### src/source/dispatch_consts.svh
/*
  sizing of the dispatch stage
  NUM_THREADS must be a multiple of NUM_LANES, and ISSUE_WIDTH and
  EXEC_CREDITS must be powers of two of at least 2
  the ring pointers in the arbiter and lane_alu wrap by overflow
*/
`ifndef DISPATCH_CONSTS_SVH
`define DISPATCH_CONSTS_SVH

`define NUM_THREADS  8
`define NUM_LANES    2
`define XLEN         16
`define ISSUE_WIDTH  4
`define EXEC_CREDITS 2

// one warp instruction leaves as this many lane packets at most
`define NUM_PACKETS  (`NUM_THREADS / `NUM_LANES)

`define WID_BITS     4
`define PID_BITS     ($clog2(`NUM_PACKETS))

`endif

### src/source/issue_pkg.sv
/*
  types seen on the issue ports
  rs1 and rs2 carry one XLEN word per thread with thread 0 in the lowest word
  tmask bit k enables thread k
*/
`default_nettype none

`include "dispatch_consts.svh"

package issue_pkg;

    typedef enum logic [1:0] {
        OP_ADD = 2'd0,
        OP_SUB = 2'd1,
        OP_AND = 2'd2,
        OP_XOR = 2'd3
    } alu_op_t;

    // one full warp instruction as offered by an issue port
    typedef struct packed {
        logic [`WID_BITS-1:0]               wid;
        alu_op_t                            op;
        logic [`NUM_THREADS-1:0]            tmask;
        logic [`NUM_THREADS-1:0][`XLEN-1:0] rs1;
        logic [`NUM_THREADS-1:0][`XLEN-1:0] rs2;
    } issue_instr_t;

endpackage

`default_nettype wire

### src/source/exec_pkg.sv
/*
  types on the execute side of the dispatch stage
  a packet covers NUM_LANES neighbouring threads, pid selects which group
  sop and eop mark the first and last packet sent for one instruction
*/
`default_nettype none

`include "dispatch_consts.svh"

package exec_pkg;

    typedef struct packed {
        logic [`WID_BITS-1:0]             wid;
        issue_pkg::alu_op_t               op;
        logic [`PID_BITS-1:0]             pid;
        logic                             sop;
        logic                             eop;
        logic [`NUM_LANES-1:0]            tmask;
        logic [`NUM_LANES-1:0][`XLEN-1:0] rs1;
        logic [`NUM_LANES-1:0][`XLEN-1:0] rs2;
    } lane_packet_t;

    // inactive lanes always carry a zero result
    typedef struct packed {
        logic [`WID_BITS-1:0]             wid;
        logic [`PID_BITS-1:0]             pid;
        logic                             sop;
        logic                             eop;
        logic [`NUM_LANES-1:0]            tmask;
        logic [`NUM_LANES-1:0][`XLEN-1:0] res;
    } lane_result_t;

endpackage

`default_nettype wire

### src/source/dispatch_arbiter.sv
/*
  round-robin arbiter over the issue ports
  the grant is combinational and stays on one port until instr_done
  a port must hold valid and its instruction until it sees ready
  the first search after reset starts at port 0
*/
`timescale 1ns/1ps
`default_nettype none

`include "dispatch_consts.svh"

module dispatch_arbiter (
    input  wire                    clk,
    input  wire                    reset,
    input  wire [`ISSUE_WIDTH-1:0] issue_valid,
    input  wire issue_pkg::issue_instr_t issue_instr [`ISSUE_WIDTH],
    input  wire                    instr_done,
    output logic [`ISSUE_WIDTH-1:0] issue_ready,
    output logic                   grant_valid,
    output issue_pkg::issue_instr_t grant_instr
);
    localparam int IDX_BITS = $clog2(`ISSUE_WIDTH);

    logic                locked;
    logic [IDX_BITS-1:0] lock_idx;
    logic [IDX_BITS-1:0] last_idx;
    logic [IDX_BITS-1:0] pick_idx;
    logic                pick_valid;
    logic [IDX_BITS-1:0] grant_idx;

    // search starts one past the port served last
    always_comb begin
        logic [IDX_BITS-1:0] cand;
        pick_valid = 1'b0;
        pick_idx   = '0;
        for (int k = 1; k <= `ISSUE_WIDTH; k++) begin
            cand = last_idx + IDX_BITS'(k);
            if (!pick_valid && issue_valid[cand]) begin
                pick_valid = 1'b1;
                pick_idx   = cand;
            end
        end
    end

    assign grant_idx   = locked ? lock_idx : pick_idx;
    assign grant_valid = locked || pick_valid;
    assign grant_instr = issue_instr[grant_idx];

    always_comb begin
        for (int i = 0; i < `ISSUE_WIDTH; i++) begin
            issue_ready[i] = instr_done && (grant_idx == IDX_BITS'(i));
        end
    end

    always_ff @(posedge clk) begin
        if (reset) begin
            locked   <= 1'b0;
            lock_idx <= '0;
            last_idx <= IDX_BITS'(`ISSUE_WIDTH - 1);
        end else if (instr_done) begin
            locked   <= 1'b0;
            last_idx <= grant_idx;
        end else if (grant_valid) begin
            // hold the port while its packets are still going out
            locked   <= 1'b1;
            lock_idx <= grant_idx;
        end
    end

endmodule

`default_nettype wire

### src/source/dispatch_top.sv
/*
  operand-dispatch stage
  issue ports -> round-robin arbiter -> packet splitter -> lane_alu
  one issue port is served at a time, results leave in packet order
  ready on a port rises only in the cycle its last packet is sent
*/
`timescale 1ns/1ps
`default_nettype none

`include "dispatch_consts.svh"

module dispatch_top (
    input  wire                     clk,
    input  wire                     reset,
    input  wire [`ISSUE_WIDTH-1:0]  issue_valid,
    input  wire issue_pkg::issue_instr_t issue_instr [`ISSUE_WIDTH],
    output logic [`ISSUE_WIDTH-1:0] issue_ready,
    output logic                    result_valid,
    output exec_pkg::lane_result_t  result,
    input  wire                     result_ready
);
    import issue_pkg::*;
    import exec_pkg::*;

    logic         grant_valid;
    issue_instr_t grant_instr;
    logic         instr_done;
    logic         pkt_valid;
    lane_packet_t pkt;
    logic         credit_return;

    dispatch_arbiter u_arbiter (
        .clk         (clk),
        .reset       (reset),
        .issue_valid (issue_valid),
        .issue_instr (issue_instr),
        .instr_done  (instr_done),
        .issue_ready (issue_ready),
        .grant_valid (grant_valid),
        .grant_instr (grant_instr)
    );

    packet_splitter u_splitter (
        .clk           (clk),
        .reset         (reset),
        .grant_valid   (grant_valid),
        .grant_instr   (grant_instr),
        .credit_return (credit_return),
        .instr_done    (instr_done),
        .pkt_valid     (pkt_valid),
        .pkt           (pkt)
    );

    lane_alu u_alu (
        .clk           (clk),
        .reset         (reset),
        .pkt_valid     (pkt_valid),
        .pkt           (pkt),
        .result_ready  (result_ready),
        .credit_return (credit_return),
        .result_valid  (result_valid),
        .result        (result)
    );

endmodule

`default_nettype wire

### src/source/lane_alu.sv
/*
  two-lane execute unit with a result queue of EXEC_CREDITS entries
  the queue has no full check, the sender's credits keep it from overflowing
  a packet written in cycle t is visible on result_valid in cycle t+1
  credit_return pulses on every output handshake
*/
`timescale 1ns/1ps
`default_nettype none

`include "dispatch_consts.svh"

module lane_alu (
    input  wire                    clk,
    input  wire                    reset,
    input  wire                    pkt_valid,
    input  wire exec_pkg::lane_packet_t pkt,
    input  wire                    result_ready,
    output logic                   credit_return,
    output logic                   result_valid,
    output exec_pkg::lane_result_t result
);
    import issue_pkg::*;
    import exec_pkg::*;

    localparam int PTR_BITS = $clog2(`EXEC_CREDITS);
    localparam int CNT_BITS = $clog2(`EXEC_CREDITS + 1);

    lane_result_t         q_mem [`EXEC_CREDITS];
    logic [PTR_BITS-1:0]  wr_ptr;
    logic [PTR_BITS-1:0]  rd_ptr;
    logic [CNT_BITS-1:0]  count;
    lane_result_t         alu_res;
    logic                 pop;

    always_comb begin
        alu_res.wid   = pkt.wid;
        alu_res.pid   = pkt.pid;
        alu_res.sop   = pkt.sop;
        alu_res.eop   = pkt.eop;
        alu_res.tmask = pkt.tmask;
        for (int j = 0; j < `NUM_LANES; j++) begin
            if (!pkt.tmask[j]) begin
                alu_res.res[j] = '0;
            end else begin
                // sums and differences wrap at XLEN bits
                case (pkt.op)
                    OP_ADD:  alu_res.res[j] = pkt.rs1[j] + pkt.rs2[j];
                    OP_SUB:  alu_res.res[j] = pkt.rs1[j] - pkt.rs2[j];
                    OP_AND:  alu_res.res[j] = pkt.rs1[j] & pkt.rs2[j];
                    default: alu_res.res[j] = pkt.rs1[j] ^ pkt.rs2[j];
                endcase
            end
        end
    end

    assign result_valid  = (count != '0);
    assign result        = q_mem[rd_ptr];
    assign pop           = result_valid && result_ready;
    assign credit_return = pop;

    always_ff @(posedge clk) begin
        if (pkt_valid) begin
            q_mem[wr_ptr] <= alu_res;
        end
    end

    always_ff @(posedge clk) begin
        if (reset) begin
            wr_ptr <= '0;
            rd_ptr <= '0;
            count  <= '0;
        end else begin
            if (pkt_valid) begin
                wr_ptr <= wr_ptr + 1'b1;
            end
            if (pop) begin
                rd_ptr <= rd_ptr + 1'b1;
            end
            case ({pkt_valid, pop})
                2'b10:   count <= count + 1'b1;
                2'b01:   count <= count - 1'b1;
                default: count <= count;
            endcase
        end
    end

endmodule

`default_nettype wire

### src/source/packet_splitter.sv
/*
  splits the granted warp instruction into lane packets
  packets whose threads are all inactive are skipped, pid order is ascending
  an all-zero mask still sends one empty packet with pid 0, sop and eop set
  one packet per cycle while a credit is held, there is no ready from the
  execute unit, so the credit count must match its queue depth
*/
`timescale 1ns/1ps
`default_nettype none

`include "dispatch_consts.svh"

module packet_splitter (
    input  wire                     clk,
    input  wire                     reset,
    input  wire                     grant_valid,
    input  wire issue_pkg::issue_instr_t grant_instr,
    input  wire                     credit_return,
    output logic                    instr_done,
    output logic                    pkt_valid,
    output exec_pkg::lane_packet_t  pkt
);
    localparam int PID_BITS  = `PID_BITS;
    localparam int CRED_BITS = $clog2(`EXEC_CREDITS + 1);

    logic [`NUM_PACKETS-1:0] sent_mask;
    logic                    is_first;
    logic [CRED_BITS-1:0]    credits;

    logic [`NUM_PACKETS-1:0][`NUM_LANES-1:0]            pkt_tmask;
    logic [`NUM_PACKETS-1:0][`NUM_LANES-1:0][`XLEN-1:0] pkt_rs1;
    logic [`NUM_PACKETS-1:0][`NUM_LANES-1:0][`XLEN-1:0] pkt_rs2;

    logic [`NUM_PACKETS-1:0] nonempty;
    logic [`NUM_PACKETS-1:0] pending;
    logic [PID_BITS-1:0]     start_p;
    logic [PID_BITS-1:0]     end_p;
    logic                    is_last;
    logic                    send;

    // thread k = packet * NUM_LANES + lane, so the packed layouts line up
    assign pkt_tmask = grant_instr.tmask;
    assign pkt_rs1   = grant_instr.rs1;
    assign pkt_rs2   = grant_instr.rs2;

    always_comb begin
        for (int i = 0; i < `NUM_PACKETS; i++) begin
            nonempty[i] = |pkt_tmask[i];
        end
    end

    assign pending = nonempty & ~sent_mask;

    // lowest unsent packet and highest live packet, both 0 for an empty mask
    always_comb begin
        start_p = '0;
        end_p   = '0;
        for (int i = `NUM_PACKETS - 1; i >= 0; i--) begin
            if (pending[i]) begin
                start_p = PID_BITS'(i);
            end
        end
        for (int i = 0; i < `NUM_PACKETS; i++) begin
            if (nonempty[i]) begin
                end_p = PID_BITS'(i);
            end
        end
    end

    assign is_last    = (start_p == end_p);
    assign send       = grant_valid && (credits != '0);
    assign pkt_valid  = send;
    assign instr_done = send && is_last;

    always_comb begin
        pkt.wid   = grant_instr.wid;
        pkt.op    = grant_instr.op;
        pkt.pid   = start_p;
        pkt.sop   = is_first;
        pkt.eop   = is_last;
        pkt.tmask = pkt_tmask[start_p];
        pkt.rs1   = pkt_rs1[start_p];
        pkt.rs2   = pkt_rs2[start_p];
    end

    always_ff @(posedge clk) begin
        if (reset) begin
            sent_mask <= '0;
            is_first  <= 1'b1;
        end else if (instr_done) begin
            sent_mask <= '0;
            is_first  <= 1'b1;
        end else if (send) begin
            sent_mask[start_p] <= 1'b1;
            is_first           <= 1'b0;
        end
    end

    // a returned credit and a send in the same cycle cancel out
    always_ff @(posedge clk) begin
        if (reset) begin
            credits <= CRED_BITS'(`EXEC_CREDITS);
        end else begin
            case ({credit_return, send})
                2'b10:   credits <= credits + 1'b1;
                2'b01:   credits <= credits - 1'b1;
                default: credits <= credits;
            endcase
        end
    end

endmodule

`default_nettype wire

### config.mk
export PLATFORM = sky130hd
export DESIGN_NAME = dispatch_top
export DESIGN_NICKNAME = d
export VERILOG_FILES = /design/src/source/issue_pkg.sv /design/src/source/exec_pkg.sv /design/src/source/dispatch_arbiter.sv /design/src/source/dispatch_top.sv /design/src/source/lane_alu.sv /design/src/source/packet_splitter.sv
export VERILOG_INCLUDE_DIRS = /design/src /design/src/source
export SDC_FILE = /design/constraint.sdc
export NUM_CORES = 1
export LEC_CHECK = 0
export BUFFER_PORTS_ARGS = -buffer_cell sky130_fd_sc_hd__buf_2
export CORE_AREA = 2 2 440 442
export CTS_CLUSTER_DIAMETER = 30
export CTS_CLUSTER_SIZE = 30
export DETAILED_ROUTE_END_ITERATION = 16
export DIE_AREA = 0 0 442 444
export PLACE_DENSITY = 0.3
export SLEW_MARGIN = 20
export SYNTH_ARGS = -nofsm -noshare
export SYNTH_HDL_FRONTEND = slang
export SYNTH_SLANG_ARGS = --single-unit
### constraint.sdc
create_clock -name clk -period 6.9 [get_ports clk]
set_input_delay 0.69 -clock clk [delete_from_list [all_inputs] [get_ports clk]]
set_output_delay 0.69 -clock clk [all_outputs]
set_load 0.02 [all_outputs]
==> impl.org, run 1 <==
** Clock network
- Counting every sink on the clock net gives 101.
- Clock transition time at the flip-flop clock pins of the worst setup and hold paths :: 0.09 ns
- In this run, CTS created clock tree buffers numbering 9.
- TritonCTS built the clock tree.
- At the later pin of the worst-skew pair, clock insertion delay measures 0.39 ns.
- Cell chosen for the clock root :: sky130_fd_sc_hd__clkbuf_16
- Longest Clk Path Bufs :: 2
- H-tree depth :: 3

** Yosys
- Number of enable flip-flop cells after synthesis :: 84
- Fraction of registers with async set/reset :: 0%
- Yosys mapped the design onto 78 distinct sky130hd cell types.
- The mapped netlist covers 17000 um^2.
- The most used flip-flop cell after synthesis is sky130_fd_sc_hd__edfxtp_1.
- Synth top area cells :: sky130_fd_sc_hd__nand2_1 24%, sky130_fd_sc_hd__nand3_1 17%, sky130_fd_sc_hd__edfxtp_1 15%, sky130_fd_sc_hd__ha_1 4.9%, sky130_fd_sc_hd__a21oi_1 3.7%
- The number of nets in the synthesized netlist is 3981.
- Sequential element share of the synthesized area :: 16.9%
- Summed over all instances, the cell type with the most area after synthesis is sky130_fd_sc_hd__nand2_1.
- The share of synthesized area in the top cell type comes to 24.1%.
- Synthesized netlist cell count :: 2826
- Post-synthesis average cell area :: 6.00 um^2
- During synthesis, Yosys emitted a total of 0 warnings.
- In this run, synthesis produced a sequential element count of 101.

** Floorplan
- The die is 444 um tall.
- Pin placement for this block handled 1134 I/O pins.
- The core region is 192000 um^2.
- Die area :: 196000 um^2
- The floorplan step set the die width to 442 um.
- The initial utilization of the core area, before any placement, comes to 8.85%.
- The floorplan has 161 rows.

** Drt
- The detail route stage leaves a number of antenna-violating nets equal to 0.
- Total Wirelength :: 191000 um
- Summing over every cut layer, the via total after detailed routing is 26100.
- In the routed design, unresolved DRC markers number 0.
- In the final routed layout, each cell accounts on average for 29.3 um.
- Per-cell via count in the routed design :: 3.99
- Iteration-0 DRC Markers :: 1903
- The pre-antenna-repair detailed-routing pass consisted of 5 iterations.

** Final layout
- Design area :: 27100 um^2
- The finished layout holds 6534 standard cells, fillers aside.
- After filler insertion, the fill cell instance count of the layout stands at 22800.
- Post-layout util :: 14.1%
- Fraction of layout cells with a size suffix above 1 :: 36.5%
- The final layout contains 5092 nets.
- Compared with the post-synthesis result, the final layout area differs by 59.6%.

** Global routing
- The number of global-route vias before repair is 26100.
- Global routing used 18.6% of the available tracks.
- The first global-routing pass estimated 245000 um of wire.
- Entering global routing, the biggest net connects 92 pins.
- The total overflow left after global routing is 0.
- Initial antenna violation count :: 196

** Timing
- Across all setup checks in the final design, the least slack found is 0.434 ns.
- Min cycle time layout :: 6.47 ns
- The number of max-slew violations in the final report came to 0.
- Between clock sinks in the finished design, the worst skew comes to 0.0319 ns.
- Slew at the pin closest to its max-slew limit :: 0.872 ns
- Final cycle utilization of the critical path :: 93.7%
- Based on the critical path, the design can be clocked at up to 155 MHz.
- Final hold violations :: 0
- RSZ-0062 raised after global routing :: no
- Sum of negative setup slack :: 0 ns
- Slew HR :: 41.6%
- Setup violations remaining at the end of the flow were counted as 0.

** Setup path
- Type of origin of the critical path :: primary input
- In this run the register-to-register setup slack is 0.47 ns.
- Required time of the worst setup path :: 7.08 ns
- Maximum fanout along the worst path :: 32
- Critical path type :: primary input to register
- Setup crit end kind :: register
- Crit path DAT :: 6.65 ns

** Outcome
- The flow ran to the end, and the final reports show no timing, DRC or antenna violations.

** Placement
- Global placer's final weighted congestion :: 0.913
- Pre-CTS setup slack :: -0.107 ns
- Once placement completed, the tool counted placed cells totaling 6448.
- Detailed-placement wirelength estimate :: 169000 um
- Area post-placement :: 26600 um^2
- Buffers added on ports :: 1133

** Power
- Total power divided by cell area :: 828 nW/um^2
- Leakage power :: 12.7 nW
- Worst IR drop on VDD :: 0.000385 V

** Job
- Across the run, the number of max-cap violations was 0.

** Hold path
- HP Class :: register to register
[state kept, by name (all words and copies together) (netlist names), named ones only]
signal,flops
u_alu.q_mem,84
u_splitter.sent_mask,4
u_alu.count,2
u_arbiter.last_idx,2
u_arbiter.lock_idx,2
u_splitter.credits,2
u_alu.rd_ptr,1
u_alu.wr_ptr,1
u_arbiter.locked,1
u_splitter.is_first,1
[cells in the final DEF (no fill, tap or decap), types with 13 or more instances in the layout]
| master | count |
|---|---|
| sky130_fd_sc_hd__dfxtp_1 | 15 |
| sky130_fd_sc_hd__mux2i_1 | 52 |
| sky130_fd_sc_hd__inv_1 | 32 |
| sky130_fd_sc_hd__xor2_1 | 25 |
| sky130_fd_sc_hd__edfxtp_1 | 84 |
| sky130_fd_sc_hd__diode_2 | 66 |
| sky130_fd_sc_hd__buf_2 | 1133 |
| sky130_fd_sc_hd__nor2_1 | 94 |
| sky130_fd_sc_hd__mux2_2 | 49 |
| sky130_fd_sc_hd__buf_12 | 22 |
| sky130_fd_sc_hd__and3_1 | 33 |
| sky130_fd_sc_hd__nand2_1 | 1089 |
| sky130_fd_sc_hd__a211oi_1 | 31 |
| sky130_fd_sc_hd__a21oi_1 | 123 |
| sky130_fd_sc_hd__o21ai_0 | 62 |
| sky130_fd_sc_hd__a31oi_1 | 33 |
| sky130_fd_sc_hd__buf_4 | 176 |
| sky130_fd_sc_hd__a311oi_1 | 13 |
| sky130_fd_sc_hd__ha_1 | 66 |
| sky130_fd_sc_hd__nand3_1 | 561 |
| sky130_fd_sc_hd__nand4_1 | 41 |
| sky130_fd_sc_hd__a21o_1 | 13 |
| sky130_fd_sc_hd__xnor2_1 | 33 |
[stage by stage]
step | power, mW | hold WS, ns
6_report | 22.4 | 0.467
3_5_place_dp | 22.3 | 0.448
4_1_cts | 22.9 | 0.470
5_1_grt | 24.5 | 0.491
3_3_place_gp | 22.4 | 0.437
2_1_floorplan | 12.6 | 0.426
[synthesized netlist by cell type (17+ instances only)]
library cell and number:
sky130_fd_sc_hd__nand2_1 1090, sky130_fd_sc_hd__nand3_1 561, sky130_fd_sc_hd__a21oi_1 124, sky130_fd_sc_hd__nor2_1 96, sky130_fd_sc_hd__buf_2 94, sky130_fd_sc_hd__clkbuf_1 91
sky130_fd_sc_hd__edfxtp_1 84, sky130_fd_sc_hd__ha_1 66, sky130_fd_sc_hd__o21ai_0 64, sky130_fd_sc_hd__mux2i_1 52, sky130_fd_sc_hd__mux2_2 49, sky130_fd_sc_hd__nand4_1 41
sky130_fd_sc_hd__a31oi_1 35, sky130_fd_sc_hd__and3_1 33, sky130_fd_sc_hd__xnor2_1 33, sky130_fd_sc_hd__inv_1 32, sky130_fd_sc_hd__a211oi_1 31, sky130_fd_sc_hd__buf_1 26
sky130_fd_sc_hd__xor2_1 25, sky130_fd_sc_hd__dfxtp_1 17
[power breakdown]
part / total [mW] / switching [mW] / internal, mW
sequential: 1.46 / 0.0900 / 1.37
clock: 0.546 / 0.287 / 0.259
combinational: 20.4 / 13.0 / 7.35
[path summary, 6_finish.rpt]
check | startpoint | end | cells after the start
worst max-delay path | issue_valid[1] | u_alu.q_mem[1][28] | 27
worst min-delay path | u_splitter.is_first | u_alu.q_mem[0][35] | 0
worst max register to register | u_arbiter.last_idx[1] | u_alu.q_mem[1][28] | 26
worst min register to register | u_splitter.is_first | u_alu.q_mem[0][35] | 0
[critical path, stage by stage]
cell and delay (ns):
sky130_fd_sc_hd__buf_2 0.12, sky130_fd_sc_hd__nor3b_1 0.13, sky130_fd_sc_hd__a311o_1 0.42, sky130_fd_sc_hd__o21a_4 0.26, sky130_fd_sc_hd__buf_4 0.15, sky130_fd_sc_hd__o311a_1 0.35, sky130_fd_sc_hd__o21ba_2 0.33, sky130_fd_sc_hd__o31ai_4 0.43
sky130_fd_sc_hd__buf_4 0.20, sky130_fd_sc_hd__buf_12 0.20, sky130_fd_sc_hd__buf_4 0.26, sky130_fd_sc_hd__nand3_1 0.08, sky130_fd_sc_hd__nand4_1 0.27, sky130_fd_sc_hd__ha_1 0.32, sky130_fd_sc_hd__nor2b_1 0.14, sky130_fd_sc_hd__o21ai_0 0.20
sky130_fd_sc_hd__a21boi_0 0.15, sky130_fd_sc_hd__o21ai_0 0.28, sky130_fd_sc_hd__a21boi_1 0.14, sky130_fd_sc_hd__o21ai_0 0.27, sky130_fd_sc_hd__a21boi_1 0.12, sky130_fd_sc_hd__o21ai_0 0.18, sky130_fd_sc_hd__nand2b_1 0.10, sky130_fd_sc_hd__a31oi_1 0.27
sky130_fd_sc_hd__xnor2_1 0.15, sky130_fd_sc_hd__nor2_1 0.05, sky130_fd_sc_hd__a211oi_1 0.29
[area by class of cell]
type | instances | area [um^2] | share of cell area (%)
Inverter | 32 | 120 | 0.444
Clock inverter | 7 | 76.3 | 0.282
Clock buffer | 9 | 225 | 0.832
Multi-Input combinational cell | 2462 | 13000 | 48.1
Antenna cell | 66 | 165 | 0.610
Sequential cell | 101 | 2870 | 10.6
Tap cell | 2526 | 3160 | 11.7
Timing Repair Buffer | 1331 | 7430 | 27.5
[routing by layer]
metal | vias up | global-route usage, % | routed length, um
li1 | 12100 | - | -
met1 | 12500 | 21.9 | 75700
met2 | 1144 | 32.5 | 93700
met3 | 288 | 6.55 | 17400
met4 | 122 | 3.37 | 3700
met5 | - | 0 | 754
[cell families (layout without fill, tap and decap cells)]
group | after synthesis | in the layout | synth area share, %
compound gates | 359 | 359 | 13.6
xor+xnor | 58 | 58 | 3.00
fa+ha+maj | 68 | 68 | 5.10
buf+inv | 263 | 1379 | 7.11
flops | 101 | 101 | 16.9
mux | 101 | 101 | 6.32
other cells | 0 | 66 | 0
simple gates | 1876 | 1876 | 47.9
[timing repair]
| item | 4_1_cts | 5_1_grt |
|---|---|---|
| buffers inserted | 0 | 4 |
| resized for setup | 0 | 8 |
| endpoints found under the setup margin | 0 | 16 |
| hold buffers | 0 | 0 |
| endpoints found under the hold margin | 0 | 0 |
Power figures use the tool's default switching activity.
==> inputs of run 2 (changes only) <==
CELL_PAD_IN_SITES_DETAIL_PLACEMENT = 0   (was not set)
CELL_PAD_IN_SITES_GLOBAL_PLACEMENT = 1   (was not set)
CORE_AREA = 2 2 448 450   (was 2 2 440 442)
DIE_AREA = 0 0 450 452   (was 0 0 442 444)
PLACE_DENSITY = 0.33   (was 0.3)
==> run 2 against run 1 <==
Via count down 2.9%. Hold slack better by 0.022 ns. Setup slack better by 0.030 ns. Highest routed layer unchanged. Critical endpoint is now u_alu.q_mem[1][27]. Largest cell class unchanged. Routed wire length decreased by 4.3%.
==> impl.org, run 2 (synthesized netlist as in run 1, its figures left out) <==
** Clock network
- TritonCTS built the clock tree.
- The H-tree generated during clock tree synthesis spans 3 levels.
- Number of buffers created by CTS :: 9
- After clock tree synthesis, the clock-pin slew on the worst setup and hold paths is 0.09 ns.
- Clock tree sinks :: 101
- In this run the deepest clock path goes through 2 buffers.
- Clock latency reported for the late side of the worst-skew pair :: 0.39 ns
- Clock tree synthesis selected as its root buffer the cell sky130_fd_sc_hd__clkbuf_16.
- # hold bufs at CTS :: 0

** Final layout
- Most flops, register :: u_alu.q_mem
- The register with the most flip-flops in the layout has 84 of them.
- In the final layout, the registers with the most flip-flops are u_alu.q_mem: 84 flops, u_splitter.sent_mask: 4 flops.
- Most common library cell in the layout ignoring fill and taps :: sky130_fd_sc_hd__buf_2
- The library cells used most frequently in the layout, excluding fill and tap cells, are 1133 x sky130_fd_sc_hd__buf_2, 1089 x sky130_fd_sc_hd__nand2_1, 561 x sky130_fd_sc_hd__nand3_1.
- Design area :: 27200 um^2
- The area growth from synthesis to layout is 60.6%.
- Fill cells :: 23800
- Of the cells placed in the final design, the portion with a size suffix greater than 1 is 36.6%.
- Number of nets in the finished design :: 5095

** Timing
- RSZ-0062 raised after global routing :: no
- Pins over their slew limit :: 0
- Measured against its own limit, the worst slew margin works out to 41.5%.
- Min cycle time layout :: 6.44 ns
- Slew at the pin closest to its max-slew limit :: 0.868 ns
- Total of endpoints with negative setup slack in the final report :: 0
- Final hold violations :: 0
- The worst path uses 93.3% of the clock period.
- Clk_skew :: 0.0104 ns
- Max Fclk :: 155 MHz

** Global routing
- The number of antenna violations at the first check in global routing is 147.
- Total GRT Usage :: 17.1%
- Global-route wire length before repair :: 237000 um
- Largest net degree at the start of global routing :: 129
- The total overflow left after global routing is 0.
- Vias in the first global route :: 25600

** Floorplan
- Die span in x :: 450 um
- The initial utilization of the core area, before any placement, comes to 8.54%.
- I/O pin count :: 1134
- Die area :: 203000 um^2
- Number of cell rows :: 164
- The floorplan step defined a core boundary enclosing 199000 um^2.
- Chip Height :: 452 um

** Hold path
- The worst hold path terminates at u_alu.count[1].
- Hold Path Cell Cnt :: 2
- The worst hold path begins at u_alu.count[1].
- HP Class :: register to register

** Setup path
- At the worst endpoint, the arrival time is 6.59 ns.
- STA classifies the critical path endpoint as a register.
- The worst setup path is launched from a primary input.
- For this run, the slowest stage of the critical path takes 0.55 ns.
- The setup check on the worst reg-to-reg path leaves a slack of 0.58 ns.
- Worst R2R Path Depth :: 30
- Critical path type :: primary input to register
- At the worst endpoint, the required time is 7.06 ns.
- End of the worst register-to-register path :: u_alu.q_mem[1][27]
- In this run the critical register-to-register path is launched from u_arbiter.last_idx[1].
- Maximum fanout along the worst path :: 10
- Cell with the largest stage delay on the worst path :: sky130_fd_sc_hd__or4_1

** Drt
- In this run the remaining antenna-violating nets after routing total 0.
- First drt pass iteration count :: 5
- Via Count :: 25300
- Iteration-0 DRC Markers :: 1656
- DRC violations left :: 0
- In the routed layout, each cell is associated on average with a via count of 3.81.
- Avg WL per Cell :: 27.6 um
- Summed over all layers, the routed wires come to 183000 um.

** Placement
- At the end of routability-driven placement, the weighted congestion stood at 0.858.
- Buffers added on ports :: 1133
- Area post-placement :: 26700 um^2
- Detailed-placement wirelength estimate :: 160000 um

** Power
- Summed over all cells, the static leakage comes to 12.7 nW.
- Across the VDD grid, the largest voltage drop is 0.000440 V.
- Total power divided by cell area :: 819 nW/um^2
- The completed layout was analyzed and its total power is 22.3 mW.

** Job
- Across the run, the number of max-cap violations was 0.

** Outcome
- The flow ran to the end, and the final reports show no timing, DRC or antenna violations.
==> run 2: worst max-delay path: cells and delay by family <==
family	cells	cell delay, ns
AO/OA/AOI/OAI	15	3.21
AND/OR/NAND/NOR	7	1.09
XOR/XNOR	1	0.10
adder cells (fa/ha/maj)	2	0.56
buffers and inverters	7	0.90
==> run 2: what timing repair did <==
item / CTS / global route
setup endpoints to repair: 0 / 16
resized for setup: 0 / 9
setup buffers: 0 / 8
endpoints found under the hold margin: 0 / 0
==> run 2: area by class of cell <==
cell class	instances	area, um^2	area share [%]
flip-flops and latches	101	2870	10.5
diodes	36	90.1	0.331
well taps	2656	3320	12.2
clock inverters	7	91.3	0.335
multi-input cells	2462	13000	47.8
inverters	32	120	0.441
clock buffers	9	225	0.827
repair buffers	1334	7490	27.5
==> run 2: per-layer routing <==
metal / global-route usage (%) / vias up / share of wire, %
met4: 2.28 / 108 / 1.4
met5: 0 / - / 0.35
met3: 5.08 / 232 / 7.4
li1: - / 12000 / -
met1: 20.1 / 12100 / 40
met2: 31.0 / 873 / 51
==> run 2: per-stage QoR <==
step	setup TNS [ns]	hold WS (ns)	cells	utilization [%]	worst slack, ns
after global routing	0	0.518	6616	13.7	0.0223
after CTS	0	0.492	6593	13.6	0.230
final	0	0.489	6637	13.7	0.464
after detailed placement	-0.650	0.472	6577	13.5	-0.169
after global placement	-0.252	0.457	6577	13.5	-0.0586
after floorplan	0	0.426	2826	-	0.473
==> run 2: how the worst max path moves through the flow <==
stage              startpoint  slack [ns]            endpoint
2_1_floorplan  issue_valid[0]        0.47  u_alu.q_mem[0][31]
3_3_place_gp   issue_valid[0]       -0.06  u_alu.q_mem[0][15]
3_5_place_dp   issue_valid[0]       -0.17  u_alu.q_mem[1][15]
4_1_cts        issue_valid[0]        0.23  u_alu.q_mem[0][15]
5_1_grt        issue_valid[3]        0.02  u_alu.q_mem[0][15]
6_report       issue_valid[3]        0.46  u_alu.q_mem[1][27]
==> run 2: power breakdown <==
group	switching, mW	internal, mW	total, mW
sequential	0.0923	1.37	1.46
combinational	12.9	7.38	20.3
clock	0.289	0.261	0.549
total	13.3	9.01	22.3
==> inputs of run 3 (changes only) <==
ABC_AREA = 1   (was not set)
CORE_AREA = 2 2 447 449   (was 2 2 448 450)
DIE_AREA = 0 0 449 451   (was 0 0 450 452)
PLACE_DENSITY = 0.31   (was 0.33)
SLEW_MARGIN = not set   (was 20)
==> run 3 against run 2 <==
Global-route usage increased by 2.0 points. Sequential share of layout area increased by 0.31 points. Area after synthesis decreased by 9.5%. Flip-flop and latch count unchanged. Clock-buffer cell count unchanged. First-iteration DRC count decreased by 8.3%. Die area decreased by 0.44%. Hold slack got worse by 0.051 ns. Routed wire length increased by 11%. Synthesized cell count decreased by 20%. Clock skew increased by 0.0040 ns. Non-clock buffer count increased by 66.
==> impl.org, run 3 <==
** Yosys
- The synthesized netlist occupies a cell area of 15400 um^2.
- The synthesized netlist devotes 5.64% of its cell area to adder and majority cells.
- Among all cell types in the netlist, the one instantiated most often is sky130_fd_sc_hd__nand2_1.
- Counting flops with a built-in enable in the synthesized netlist gives 84.
- Post-Synth XOR/XNOR Area :: 2.51%
- Counting every instance in the synthesized netlist gives 2252.
- Ys flop type :: sky130_fd_sc_hd__edfxtp_1
- Number of distinct library cell variants in the gate-level netlist after synthesis :: 59
- Sorting the synthesized cells by how often they occur yields 588 x sky130_fd_sc_hd__nand2_1, 209 x sky130_fd_sc_hd__nand3_1, 168 x sky130_fd_sc_hd__a22oi_1, 161 x sky130_fd_sc_hd__inv_1, 128 x sky130_fd_sc_hd__a221oi_1.
- Post-synthesis average cell area :: 6.82 um^2
- Syn_nets :: 3407
- Counting flops and latches in the post-synthesis netlist gives 101.
- Top cell type's share of synthesized area :: 16.4%
- Fraction of registers with async set/reset :: 0%
- Number of synthesis warnings :: 0
- After synthesis, the largest family of logic cells by area is compound AO/OA/AOI/OAI gates.
- The biggest area contributor in the post-synthesis netlist is sky130_fd_sc_hd__edfxtp_1.
- Summing the sequential cell areas from Yosys gives 18.6% of the chip area.
- Share of synthesized area spent on multiplexers :: 3.08%
- The synthesized netlist devotes 30.4% of its cell area to compound gates.
- Synth top area cells :: sky130_fd_sc_hd__edfxtp_1 16%, sky130_fd_sc_hd__nand2_1 14%, sky130_fd_sc_hd__a22oi_1 8.2%, sky130_fd_sc_hd__a221oi_1 7.3%, sky130_fd_sc_hd__nand3_1 6.8%
- Share of synthesized cell area in and, or, nand and nor gates :: 29.9%

** Placement
- Once placement finished, the instance area stood at 25800 um^2.
- Buffers added on ports :: 1133
- OpenSTA, run right after detailed placement, puts the worst setup slack at -0.111 ns.
- Global placer's final weighted congestion :: 0.904
- Detailed-placement wirelength estimate :: 182000 um

** Timing
- Max Fclk :: 157 MHz
- In this run the tightest slew margin relative to its limit is 17.9%.
- Slew at the pin closest to its max-slew limit :: 1.23 ns
- The number of max-slew violations in the final report was 0.
- Subtracting the final worst setup slack from the clock period gives 6.36 ns.
- Sum of negative setup slack :: 0 ns
- The number of hold violations in the final report came to 0.
- For the final database, setup skew stands at 0.0144 ns.
- The worst path uses 92.2% of the clock period.
- Setup repair after global routing could not meet its margin everywhere.
- Smallest setup slack after layout :: 0.537 ns
- Setup violations remaining at the end of the flow were counted as 0.
- Post-Route Hold Slack :: 0.438 ns

** Setup path
- The kind of cell with the highest combined delay along the critical path is buffers and inverters.
- Maximum cell stage delay along the critical path :: 0.45 ns
- Crit path DAT :: 6.61 ns
- The setup path with the least slack is of type register to register.
- Required time of the worst setup path :: 7.15 ns
- In this run the worst path has a maximum fanout of 43.
- Together, buffers and inverters on the worst path number 13.
- Cell with the largest stage delay on the worst path :: sky130_fd_sc_hd__dfxtp_1
- Type of origin of the critical path :: register
- Setup crit end kind :: register

** Drt
- The routed layout has 23800 vias.
- After detailed routing, the average wire length per cell comes to 32.7 um.
- Antenna-violating nets left :: 0
- For this block, the initial DRC count from the detailed router was 1518.
- First drt pass iteration count :: 5
- In the routed layout, each cell is associated on average with a via count of 3.84.
- After detailed routing, the number of remaining DRC violations is 0.
- Total Wirelength :: 203000 um

** Outcome
- The run finished with clean final reports.

** Final layout
- Commonest cells after routing, fill and taps aside :: 1133 x sky130_fd_sc_hd__buf_2, 584 x sky130_fd_sc_hd__nand2_1, 242 x sky130_fd_sc_hd__buf_4
- Compared with the post-synthesis result, the final layout area differs by 72.3%.
- Max FFs per register :: 84
- Fill cells in the final layout number 23500.
- Leaving out fill and tap cells, the most frequent cell in the layout is sky130_fd_sc_hd__buf_2.
- The final layout contains 4644 nets.
- Of the cells placed in the final design, the portion with a size suffix greater than 1 is 45.5%.
- After routing the design area is 26500 um^2.
- Counting flops per register, the top entry is u_alu.q_mem.
- In the final layout, the registers with the most flip-flops are u_alu.q_mem: 84 flops, u_splitter.sent_mask: 4 flops.

** Clock network
- # hold bufs at CTS :: 0
- H-tree depth :: 3
- Number of buffers created by CTS :: 9
- Clock transition time at the flip-flop clock pins of the worst setup and hold paths :: 0.08 ns
- CTS placed an instance of sky130_fd_sc_hd__clkbuf_16 at the clock tree root.
- At the later pin of the worst-skew pair, clock insertion delay measures 0.38 ns.
- Counting along the longest clock path gives a buffer depth of 2.
- TritonCTS built the clock tree.
- The tree built by TritonCTS fans out to 101 sinks.

** Floorplan
- For this configuration, the core starts out at a cell density of 7.75%.
- Core Region :: 198000 um^2
- The floorplan step defined a die boundary enclosing 202000 um^2.
- Number of cell rows :: 164
- I/O pin count :: 1134
- The die is 449 um wide.
- From bottom edge to top edge, the die measures 451 um.

** Global routing
- The number of antenna violations at the first check in global routing came to 250.
- Total GRT Usage :: 19.1%
- After global routing the overflow that remains totals 0.
- Entering global routing, the biggest net connects 51 pins.
- Global-route wire length before repair :: 254000 um
- Vias in the first global route :: 23700

** Job
- Reported max-cap violation count :: 0

** Hold path
- The min-delay analysis places its worst path in the category register to register.
==> run 3: cell count changes in the layout (fill, tap and decap cells not counted), sizes merged, moves of 29 or more <==
| cell | before | now |
|---|---|---|
| a211oi | 31 | 1 |
| a21oi | 125 | 61 |
| a221oi | 3 | 128 |
| a22o | 0 | 107 |
| a22oi | 1 | 168 |
| and3 | 33 | 4 |
| buf | 1334 | 1399 |
| inv | 34 | 182 |
| mux2i | 52 | 0 |
| nand2 | 1090 | 616 |
| nand3 | 561 | 212 |
| nor2 | 97 | 128 |
| o22ai | 3 | 45 |
==> run 3: layout make-up <==
type | instances | area (um^2) | area share, %
flip-flops and latches | 101 | 2860 | 10.8
clock buffers | 9 | 225 | 0.851
diodes | 60 | 150 | 0.568
clock inverters | 7 | 75.1 | 0.284
well taps | 2656 | 3320 | 12.6
inverters | 181 | 699 | 2.64
multi-input cells | 1796 | 11100 | 42.1
repair buffers | 1400 | 7980 | 30.2
==> run 3: cells by family after synthesis <==
| logic type | count (synthesis) |
|---|---|
| simple gates | 1026 |
| compound gates | 615 |
| buf+inv | 356 |
| flops | 101 |
| fa+ha+maj | 68 |
| xor+xnor | 44 |
| mux | 42 |
==> run 3: worst paths after layout <==
| kind | from | end | slack (ns) | cells past startpoint |
|---|---|---|---|---|
| worst max register to register | u_arbiter.last_idx[1] | u_alu.q_mem[0][12] | 0.54 | 35 |
| worst min register to register | u_alu.count[1] | u_alu.count[1] | 0.44 | 1 |
| worst max-delay path | u_arbiter.last_idx[1] | u_alu.q_mem[0][12] | 0.54 | 35 |
| worst min-delay path | u_alu.count[1] | u_alu.count[1] | 0.44 | 1 |
==> run 3: routing by layer <==
layer,routed length (um),GRT usage (%),up-vias
li1,-,-,10800
met1,88200,24.2,11500
met2,99200,33.7,1070
met3,12800,4.84,359
met4,2440,1.22,128
met5,800,0,-
==> run 3: through the flow <==
step	cells	utilization [%]
floorplan	2252	-
global placement	6125	13.0
detailed placement	6125	13.0
CTS	6141	13.2
global route	6166	13.3
finish	6210	13.3
==> run 3: timing repair <==
| item | in CTS | in global routing |
|---|---|---|
| endpoints found under the setup margin | 0 | 14 |
| resized for setup | 0 | 24 |
| buffers inserted | 0 | 7 |
Power of run 3 is not shown: default switching activity piles up to over one toggle a cycle in this logic, so the estimate is an artifact.
